--- src/common/sobel_pkg.sv ---
package sobel_pkg;

	localparam int PIX_W        = 8;     // Gray pixel
	localparam int WORD_W       = 32;    // Memory word
	localparam int PIX_PER_WORD = 4;     // Leftmost pixel in top byte

	localparam int DEF_IMG_W    = 16;    // Pixels per row, multiple of 4
	localparam int DEF_IMG_H    = 8;     // Rows
	localparam int DEF_ADDR_W   = 12;    // Word address bits
	localparam int DEF_DST_BASE = 1024;  // Output image, source starts at 0

	// Row controller
	typedef enum logic [2:0] {
		S_IDLE,       // Waiting for start
		S_ROW_START,  // Clear window for new row
		S_FETCH,      // Read one of three words
		S_LOAD,       // Strobe word into row register
		S_SHIFT,      // One pixel step
		S_WRITE,      // Store four results
		S_NEXT,       // Advance column or row
		S_DONE        // Completion pulse
	} ctrl_state_t;

	// Memory port handshake
	typedef enum logic [1:0] {
		M_IDLE,       // No access
		M_REQ,        // Req high, waiting ack
		M_RELEASE     // Req low, waiting ack low
	} mem_phase_t;

endpackage

--- src/sobel/sobel_compute.sv ---
`timescale 1ns/1ps

module sobel_compute (
	input  logic                        clk_i,
	input  logic                        rst_i,
	input  logic [sobel_pkg::WORD_W-1:0] dat_i,           // Word from memory port
	input  logic                        pad_zero_i,      // Load zeros instead
	input  logic                        prev_row_load_i, // Row above
	input  logic                        curr_row_load_i, // Center row
	input  logic                        next_row_load_i, // Row below
	input  logic                        shift_en_i,      // One pixel step
	input  logic                        row_clr_i,       // Start of row
	output logic [sobel_pkg::WORD_W-1:0] result_row_o     // Four packed results
);
	import sobel_pkg::*;

	localparam int GRAD_W = 11; // Holds +-1020

	logic [2:0][WORD_W-1:0]     rows_q;      // 0 above, 1 center, 2 below
	logic [2:0]                 row_load;
	logic [WORD_W-1:0]          load_dat;
	logic [PIX_W-1:0]           win_q [0:2][0:2]; // [row][col], col 2 is newest
	logic signed [GRAD_W-1:0]   gx_d;
	logic signed [GRAD_W-1:0]   gy_d;
	logic signed [GRAD_W-1:0]   gx_q;
	logic signed [GRAD_W-1:0]   gy_q;
	logic [GRAD_W-1:0]          mag_sum;     // Max 2040, no overflow
	logic [PIX_W-1:0]           mag;
	logic [WORD_W-1:0]          result_q;

	// Zero-extend pixel to gradient width
	function automatic logic signed [GRAD_W-1:0] ext(input logic [PIX_W-1:0] p);
		return $signed({{(GRAD_W-PIX_W){1'b0}}, p});
	endfunction

	function automatic logic [GRAD_W-1:0] abs_val(input logic signed [GRAD_W-1:0] x);
		logic signed [GRAD_W-1:0] neg;
		neg = -x;
		return (x < 0) ? neg : x;
	endfunction

	assign row_load = {next_row_load_i, curr_row_load_i, prev_row_load_i};
	assign load_dat = pad_zero_i ? '0 : dat_i; // Padding rows and flush column

	// Row registers, top byte feeds the window
	always_ff @(posedge clk_i)
	begin
		for (int i = 0; i < 3; i++)
		begin
			if (row_load[i])
				rows_q[i] <= load_dat;
			else if (shift_en_i)
				rows_q[i] <= {rows_q[i][WORD_W-PIX_W-1:0], {PIX_W{1'b0}}}; // Left one byte
		end
	end

	// Gx from old window, right column minus left column
	assign gx_d = (ext(win_q[0][2]) + (ext(win_q[1][2]) <<< 1) + ext(win_q[2][2]))
		- (ext(win_q[0][0]) + (ext(win_q[1][0]) <<< 1) + ext(win_q[2][0]));

	// Gy from old window, top row minus bottom row
	assign gy_d = (ext(win_q[0][0]) + (ext(win_q[0][1]) <<< 1) + ext(win_q[0][2]))
		- (ext(win_q[2][0]) + (ext(win_q[2][1]) <<< 1) + ext(win_q[2][2]));

	// Magnitude from old gradients
	assign mag_sum = abs_val(gx_q) + abs_val(gy_q);
	assign mag     = mag_sum[3 +: PIX_W]; // >> 3, keep 8 bits

	// Window, gradient and magnitude stages
	// Shift k leaves center k-1 in window, k-2 in gradients, k-3 in result low byte
	always_ff @(posedge clk_i)
	begin
		if (rst_i || row_clr_i)
		begin
			for (int r = 0; r < 3; r++)
			begin
				for (int c = 0; c < 3; c++)
					win_q[r][c] <= '0; // Left padding
			end
			gx_q     <= '0;
			gy_q     <= '0;
			result_q <= '0;
		end
		else if (shift_en_i)
		begin
			for (int r = 0; r < 3; r++)
			begin
				win_q[r][0] <= win_q[r][1];
				win_q[r][1] <= win_q[r][2];
				win_q[r][2] <= rows_q[r][WORD_W-1 -: PIX_W]; // Entering pixel
			end
			gx_q     <= gx_d;
			gy_q     <= gy_d;
			result_q <= {result_q[WORD_W-PIX_W-1:0], mag}; // Oldest center ends in top byte
		end
	end

	assign result_row_o = result_q;

endmodule

--- src/sobel/sobel_row_ctrl.sv ---
`timescale 1ns/1ps

module sobel_row_ctrl #(
	parameter int IMG_W    = sobel_pkg::DEF_IMG_W,
	parameter int IMG_H    = sobel_pkg::DEF_IMG_H,
	parameter int ADDR_W   = sobel_pkg::DEF_ADDR_W,
	parameter int DST_BASE = sobel_pkg::DEF_DST_BASE
) (
	input  logic                        clk_i,
	input  logic                        rst_i,
	input  logic                        start_i,
	output logic                        busy_o,
	output logic                        done_o,
	output logic                        acc_start_o,     // Command pulse to port
	output logic                        acc_we_o,
	output logic [ADDR_W-1:0]           acc_addr_o,
	output logic [sobel_pkg::WORD_W-1:0] acc_wdata_o,
	input  logic                        acc_done_i,      // Handshake finished
	output logic                        prev_row_load_o,
	output logic                        curr_row_load_o,
	output logic                        next_row_load_o,
	output logic                        pad_zero_o,
	output logic                        shift_en_o,
	output logic                        row_clr_o,
	input  logic [sobel_pkg::WORD_W-1:0] result_row_i
);
	import sobel_pkg::*;

	localparam int WORDS_PER_ROW = IMG_W / PIX_PER_WORD;
	localparam int ROW_W         = (IMG_H > 1) ? $clog2(IMG_H) : 1;
	localparam int COL_W         = $clog2(WORDS_PER_ROW + 1); // Includes flush column

	ctrl_state_t       state_q;
	logic [ROW_W-1:0]  row_q;     // Output row
	logic [COL_W-1:0]  col_q;     // Word column, last one is flush
	logic [1:0]        fidx_q;    // 0 above, 1 center, 2 below
	logic [1:0]        shift_q;   // Shifts done in this column
	logic              wait_q;    // Access in flight
	logic              flush_col;
	logic              last_row;
	logic              fetch_pad; // Fetch replaced by zero load
	int                src_row;
	logic [ADDR_W-1:0] src_addr;
	logic [ADDR_W-1:0] dst_addr;

	assign flush_col = (int'(col_q) == WORDS_PER_ROW);
	assign last_row  = (int'(row_q) == IMG_H - 1);

	// Source row -1 and H are padding
	always_comb
	begin
		src_row   = int'(row_q) + int'(fidx_q) - 1;
		fetch_pad = (src_row < 0) || (src_row >= IMG_H) || flush_col;
		src_addr  = ADDR_W'(src_row * WORDS_PER_ROW + int'(col_q));
		dst_addr  = ADDR_W'(DST_BASE + int'(row_q) * WORDS_PER_ROW + int'(col_q) - 1); // Lags one column
	end

	always_ff @(posedge clk_i)
	begin
		if (rst_i)
		begin
			state_q <= S_IDLE;
			row_q   <= '0;
			col_q   <= '0;
			fidx_q  <= '0;
			shift_q <= '0;
			wait_q  <= 1'b0;
		end
		else
		begin
			case (state_q)
				S_IDLE:
				begin
					if (start_i)
					begin
						row_q   <= '0;
						state_q <= S_ROW_START;
					end
				end
				S_ROW_START:
				begin
					col_q   <= '0;
					fidx_q  <= '0;
					state_q <= S_FETCH;
				end
				S_FETCH:
				begin
					if (fetch_pad)
						state_q <= S_LOAD; // No memory access
					else if (!wait_q)
						wait_q <= 1'b1;   // Command issued this cycle
					else if (acc_done_i)
					begin
						wait_q  <= 1'b0;
						state_q <= S_LOAD;
					end
				end
				S_LOAD:
				begin
					if (fidx_q == 2'd2)
					begin
						fidx_q  <= '0;
						shift_q <= '0;
						state_q <= S_SHIFT;
					end
					else
					begin
						fidx_q  <= fidx_q + 2'd1;
						state_q <= S_FETCH;
					end
				end
				S_SHIFT:
				begin
					shift_q <= shift_q + 2'd1;
					if (shift_q == 2'd3)
						state_q <= S_NEXT;
					else if (shift_q == 2'd2 && col_q != '0)
						state_q <= S_WRITE; // Column 0 has nothing to write yet
				end
				S_WRITE:
				begin
					if (!wait_q)
						wait_q <= 1'b1;
					else if (acc_done_i)
					begin
						wait_q <= 1'b0;
						if (flush_col)
							state_q <= last_row ? S_DONE : S_NEXT;
						else
							state_q <= S_SHIFT; // Fourth shift
					end
				end
				S_NEXT:
				begin
					if (flush_col)
					begin
						row_q   <= row_q + 1'b1;
						state_q <= S_ROW_START;
					end
					else
					begin
						col_q   <= col_q + 1'b1;
						state_q <= S_FETCH;
					end
				end
				S_DONE:
					state_q <= S_IDLE;
				default:
					state_q <= S_IDLE;
			endcase
		end
	end

	// One command per fetch or write, held until done
	assign acc_start_o = ((state_q == S_FETCH && !fetch_pad) || state_q == S_WRITE) && !wait_q;
	assign acc_we_o    = (state_q == S_WRITE);
	assign acc_addr_o  = acc_we_o ? dst_addr : src_addr;
	assign acc_wdata_o = result_row_i; // Stable, no shifts while writing

	// Datapath strobes
	assign prev_row_load_o = (state_q == S_LOAD) && (fidx_q == 2'd0);
	assign curr_row_load_o = (state_q == S_LOAD) && (fidx_q == 2'd1);
	assign next_row_load_o = (state_q == S_LOAD) && (fidx_q == 2'd2);
	assign pad_zero_o      = (state_q == S_LOAD) && fetch_pad;
	assign shift_en_o      = (state_q == S_SHIFT);
	assign row_clr_o       = (state_q == S_ROW_START);

	assign busy_o = (state_q != S_IDLE) && (state_q != S_DONE); // Falls with done
	assign done_o = (state_q == S_DONE);

endmodule

--- src/verilog/sobel_mem_port.sv ---
`timescale 1ns/1ps

module sobel_mem_port #(
	parameter int ADDR_W = sobel_pkg::DEF_ADDR_W
) (
	input  logic                        clk_i,
	input  logic                        rst_i,
	input  logic                        acc_start_i,
	input  logic                        acc_we_i,
	input  logic [ADDR_W-1:0]           acc_addr_i,
	input  logic [sobel_pkg::WORD_W-1:0] acc_wdata_i,
	output logic                        acc_done_o,
	output logic [sobel_pkg::WORD_W-1:0] acc_rdata_o,
	output logic                        mem_req_o,
	output logic                        mem_we_o,
	output logic [ADDR_W-1:0]           mem_addr_o,
	output logic [sobel_pkg::WORD_W-1:0] mem_wdata_o,
	input  logic [sobel_pkg::WORD_W-1:0] mem_rdata_i,
	input  logic                        mem_ack_i
);
	import sobel_pkg::*;

	mem_phase_t        phase_q;
	logic              we_q;
	logic              done_q;
	logic [ADDR_W-1:0] addr_q;
	logic [WORD_W-1:0] wdata_q;
	logic [WORD_W-1:0] rdata_q;   // Held after done

	always_ff @(posedge clk_i)
	begin
		if (rst_i)
		begin
			phase_q <= M_IDLE;
			we_q    <= 1'b0;
			done_q  <= 1'b0;
		end
		else
		begin
			done_q <= 1'b0;
			case (phase_q)
				M_IDLE:
				begin
					if (acc_start_i)
					begin
						we_q    <= acc_we_i;
						phase_q <= M_REQ;
					end
				end
				M_REQ:
					if (mem_ack_i)
						phase_q <= M_RELEASE; // Drop req
				M_RELEASE:
				begin
					if (!mem_ack_i)
					begin
						done_q  <= 1'b1;      // Four phases complete
						phase_q <= M_IDLE;
					end
				end
				default:
					phase_q <= M_IDLE;
			endcase
		end
	end

	// Command and read data
	always_ff @(posedge clk_i)
	begin
		if (phase_q == M_IDLE && acc_start_i)
		begin
			addr_q  <= acc_addr_i;
			wdata_q <= acc_wdata_i;
		end
		if (phase_q == M_REQ && mem_ack_i && !we_q)
			rdata_q <= mem_rdata_i; // Valid while ack high
	end

	assign mem_req_o   = (phase_q == M_REQ);
	assign mem_we_o    = we_q;
	assign mem_addr_o  = addr_q;
	assign mem_wdata_o = wdata_q;
	assign acc_done_o  = done_q;
	assign acc_rdata_o = rdata_q;

endmodule

--- src/verilog/sobel_top.sv ---
`timescale 1ns/1ps

module sobel_top #(
	parameter int IMG_W    = sobel_pkg::DEF_IMG_W,
	parameter int IMG_H    = sobel_pkg::DEF_IMG_H,
	parameter int ADDR_W   = sobel_pkg::DEF_ADDR_W,
	parameter int DST_BASE = sobel_pkg::DEF_DST_BASE
) (
	input  logic                        clk_i,
	input  logic                        rst_i,
	input  logic                        start_i,
	output logic                        busy_o,
	output logic                        done_o,
	output logic                        mem_req_o,
	output logic                        mem_we_o,
	output logic [ADDR_W-1:0]           mem_addr_o,
	output logic [sobel_pkg::WORD_W-1:0] mem_wdata_o,
	input  logic [sobel_pkg::WORD_W-1:0] mem_rdata_i,
	input  logic                        mem_ack_i
);
	import sobel_pkg::*;

	logic              acc_start;
	logic              acc_we;
	logic [ADDR_W-1:0] acc_addr;
	logic [WORD_W-1:0] acc_wdata;
	logic              acc_done;
	logic [WORD_W-1:0] acc_rdata;   // Also datapath input
	logic              prev_load;
	logic              curr_load;
	logic              next_load;
	logic              pad_zero;
	logic              shift_en;
	logic              row_clr;
	logic [WORD_W-1:0] result_row;

	sobel_row_ctrl #(
		.IMG_W    (IMG_W),
		.IMG_H    (IMG_H),
		.ADDR_W   (ADDR_W),
		.DST_BASE (DST_BASE)
	) sobel_row_ctrl_inst (
		.clk_i           (clk_i),
		.rst_i           (rst_i),
		.start_i         (start_i),
		.busy_o          (busy_o),
		.done_o          (done_o),
		.acc_start_o     (acc_start),
		.acc_we_o        (acc_we),
		.acc_addr_o      (acc_addr),
		.acc_wdata_o     (acc_wdata),
		.acc_done_i      (acc_done),
		.prev_row_load_o (prev_load),
		.curr_row_load_o (curr_load),
		.next_row_load_o (next_load),
		.pad_zero_o      (pad_zero),
		.shift_en_o      (shift_en),
		.row_clr_o       (row_clr),
		.result_row_i    (result_row)
	);

	sobel_compute sobel_compute_inst (
		.clk_i           (clk_i),
		.rst_i           (rst_i),
		.dat_i           (acc_rdata),
		.pad_zero_i      (pad_zero),
		.prev_row_load_i (prev_load),
		.curr_row_load_i (curr_load),
		.next_row_load_i (next_load),
		.shift_en_i      (shift_en),
		.row_clr_i       (row_clr),
		.result_row_o    (result_row)
	);

	sobel_mem_port #(
		.ADDR_W (ADDR_W)
	) sobel_mem_port_inst (
		.clk_i       (clk_i),
		.rst_i       (rst_i),
		.acc_start_i (acc_start),
		.acc_we_i    (acc_we),
		.acc_addr_i  (acc_addr),
		.acc_wdata_i (acc_wdata),
		.acc_done_o  (acc_done),
		.acc_rdata_o (acc_rdata),
		.mem_req_o   (mem_req_o),
		.mem_we_o    (mem_we_o),
		.mem_addr_o  (mem_addr_o),
		.mem_wdata_o (mem_wdata_o),
		.mem_rdata_i (mem_rdata_i),
		.mem_ack_i   (mem_ack_i)
	);

endmodule

--- config.mk ---
export PLATFORM = sky130hd
export DESIGN_NAME = sobel_top
export DESIGN_NICKNAME = d
export VERILOG_FILES = /design/src/common/sobel_pkg.sv /design/src/sobel/sobel_compute.sv /design/src/sobel/sobel_row_ctrl.sv /design/src/verilog/sobel_mem_port.sv /design/src/verilog/sobel_top.sv
export SDC_FILE = /design/constraint.sdc
export NUM_CORES = 1
export LEC_CHECK = 0
export BUFFER_PORTS_ARGS = -buffer_cell sky130_fd_sc_hd__buf_4
export CORE_UTILIZATION = 53
export CTS_CLUSTER_DIAMETER = 150
export DETAILED_ROUTE_END_ITERATION = 10
export GPL_ROUTABILITY_DRIVEN = 0
export PLACE_DENSITY = 0.71
export REMOVE_ABC_BUFFERS = 1
export SYNTH_ARGS = -nofsm -noshare
export SYNTH_HDL_FRONTEND = slang
export SYNTH_SLANG_ARGS = --single-unit
--- constraint.sdc ---
create_clock -name clk_i -period 7.1 [get_ports clk_i]
set_input_delay 0.71 -clock clk_i [delete_from_list [all_inputs] [get_ports clk_i]]
set_output_delay 0.71 -clock clk_i [all_outputs]
set_load 0.01 [all_outputs]
==> out/results.ini <==
[run_status]
status = complete, no violations

[detailed_routing]
wl_per_cell_um = 15.1
drt_pre_antenna_iters = 5
ant_nets = 0
drc = 0
viasPerCell = 5.29
routed_wl_um = 27500
num_vias = 9641
first_iter_violations = 686

[power_and_ir_drop]
peakVddDrop_mv = 0.181
power_density_nw_per_um2 = 277
fin_total_pwr_mw = 4.85
power_leakage_nw = 7.13

[grt]
grt_usage_pct = 18.7
grt_antenna_before_repair = 0
globalRouteOverflowTotal = 0
grt_pass1_vias = 9478
grt_pass1_wl_um = 45400
grt_max_degree = 77

[sta]
drv_slew = 0
relSlewSlack_pct = 33.5
setup_viol = 0
post-route-min-period_ns = 4.37
rsz0062_at_grt = false
hold_viol = 0
fin_skew_ns = 0.0201
finalSetupTns_ns = 0
tightestPinTransition_ns = 0.995
fin_crit_sh_pct = 61.6
fmax_mhz = 229

[floorplanning]
boundaryPins = 84
dieArea_sq_um = 29900
start_util_pct = 53.9
fp.dieW_um = 173
chipHeight_um = 173
core_area_sq_um = 28700
num_rows = 62

[critical_path]
end_kind = flip-flop
worst_ep_required_time_ns = 7.49
worstPathMaxFanout = 5
crit_chain = ha_1 -> fa_1 -> a21o_1 -> a21oi_1 -> o21bai_1 -> a21oi_1 -> xor2_1 -> fa_1 -> inv_1 -> fa_1 -> inv_1 -> ha_1 -> and3_1 -> a21oi_1 -> a21bo_2 -> nand4b_1 -> o211ai_1
crit_slowest_cell = fa_1
crit_type = flip-flop to flip-flop
crit_path_max_incr_delay_ns = 0.52
crit_path_start_kind = flip-flop
crit_arrival_ns = 4.76

[yosys]
netlist_top_cells_count = edfxtp_1 (244), nand2_1 (166), o21ai_0 (123), inv_1 (105)
synth_ff_type = edfxtp_1
syn_inst = 1332
ys_seq_area_share_pct = 56.6
synthesis.area_sq_um = 15500
ys_top_cells_by_area = edfxtp_1 (47%), dfxtp_1 (9.3%), ha_1 (7.1%)
ys_ff_latch = 316
synth.distinct_cells = 63
synth_top_area_share_pct = 47.3
synth_most_common_cell = edfxtp_1
synth_edf_count = 244
yosysTopAreaCell = edfxtp_1
avgSynthCellArea_sq_um = 11.6
async_flop_share_pct = 0
ys_warn_count = 0

[place]
placed_area_sq_um = 16500
io_buffers = 83
place_hpwl_um = 18600

[clock_network]
cts_root_buf = clkbuf_16
numCtsBuffers = 34
cts_resized = 0
clk_pin_slew_worst_paths_ns = 0.06
cts.sinks = 316
htree_levels = 2
cts_tree = yes
cts_setup_buffers = 0
postCtsHoldBufs = 0
clk_latency_ns = 0.52
cts_buffer_depth = 3

[worst_hold_path]
hp-class = input pin to flip-flop

[finish]
final_util_pct = 61.1
final_cell_area_sq_um = 17500
drive_gt1_share_pct = 11.2
area_growth_pct = 13.3
fillers = 2283
finalNetCount = 1576
antenna_cells = 0

[flow_run]
drv_cap = 0

-- critical path, delay by kind of cell, from the launching register on --
family          cells  cell delay [ns]
fa+ha+maj           5             2.02
xor+xnor            1             0.13
compound gates      7             1.28
flops               1             0.40
buf+inv             2             0.09
simple gates        2             0.32
-- kinds of logic (layout without fill, tap and decap cells) --
group | Yosys count | count (layout) | share of synthesized area, %
buf+inv | 152 | 259 | 3.82
compound gates | 269 | 269 | 11.0
xor+xnor | 64 | 64 | 3.62
flops | 316 | 316 | 56.6
mux | 7 | 7 | 0.477
fa+ha+maj | 126 | 126 | 12.0
simple gates | 398 | 398 | 12.5
-- state kept, by name, indices dropped and copies added, names as in the netlist, 2 cells and up --
name	cells
sobel_mem_port_inst.mem_addr_o	12
sobel_row_ctrl_inst.col_q	3
sobel_row_ctrl_inst.shift_q	2
sobel_mem_port_inst.phase_q	2
sobel_compute_inst.rows_q	96
sobel_compute_inst.win_q	72
sobel_compute_inst.gx_q	11
sobel_row_ctrl_inst.fidx_q	2
sobel_mem_port_inst.mem_wdata_o	32
sobel_row_ctrl_inst.state_q	3
sobel_compute_inst.gy_q	11
sobel_row_ctrl_inst.row_q	3
sobel_mem_port_inst.acc_rdata_o	32
sobel_compute_inst.result_row_o	32
-- report_power, final --
part,switching (mW),leakage [nW],internal [mW]
clock,0.708,0.521,0.987
combinational,0.624,3.74,0.476
sequential,0.0301,2.86,2.03
-- path summary, 6_finish.rpt --
kind	startpoint	endpoint	slack (ns)	cells past startpoint
setup reg to reg	sobel_compute_inst.win_q[0][56]$_SDFFCE_PN0P_	sobel_compute_inst.gy_q[9]$_SDFFE_PP0P_	2.73	17
hold / removal	mem_rdata_i[5]	sobel_mem_port_inst.acc_rdata_o[5]$_DFFE_PP_	0.36	1
setup / recovery	sobel_compute_inst.win_q[0][56]$_SDFFCE_PN0P_	sobel_compute_inst.gy_q[9]$_SDFFE_PP0P_	2.73	17
hold reg to reg	sobel_compute_inst.result_row_o[24]$_SDFFE_PP0P_	sobel_mem_port_inst.mem_wdata_o[24]$_DFFE_PP_	0.43	0
-- metal layers --
| metal | up-vias | global-route usage, % | wire length, um |
|---|---|---|---|
| met5 | - | 0 | 0 |
| met3 | 56 | 3.10 | 1070 |
| li1 | 4826 | - | - |
| met2 | 192 | 31.7 | 13500 |
| met1 | 4567 | 24.1 | 12200 |
| met4 | 0 | 7.23 | 709 |
-- layout make-up --
type	count	area (sq um)	share of cell area, %
repair buffers	93	698	3.98
clock buffers	45	912	5.20
flip-flops and latches	316	8770	50.0
multi-input cells	864	6130	34.9
clock inverters	16	159	0.906
inverters	105	394	2.25
well taps	384	480	2.74
-- through the flow --
stage	hold slack (ns)	worst slack (ns)	cells
after detailed placement	0.418	2.78	1762
after global placement	0.417	2.84	1762
final	0.361	2.73	1823
after floorplan	0.409	2.24	1285
after global routing	0.342	2.41	1823
after CTS	0.337	2.75	1823
-- layout by cell type (no fill, tap or decap), drive strengths merged, types with 15 or more instances in the layout --
| cell | Yosys | layout |
|---|---|---|
| edfxtp | 244 | 244 |
| nand2 | 167 | 167 |
| o21ai | 124 | 124 |
| inv | 105 | 108 |
| buf | 13 | 93 |
| and2 | 88 | 88 |
| ha | 88 | 88 |
| dfxtp | 72 | 72 |
| nor2 | 60 | 60 |
| clkbuf | 34 | 45 |
| xnor2 | 44 | 44 |
| a21oi | 39 | 39 |
| fa | 38 | 38 |
| a22o | 26 | 26 |
| nand2b | 20 | 20 |
| xor2 | 20 | 20 |
| nand3 | 15 | 15 |
(Power assumes the default switching activity.)
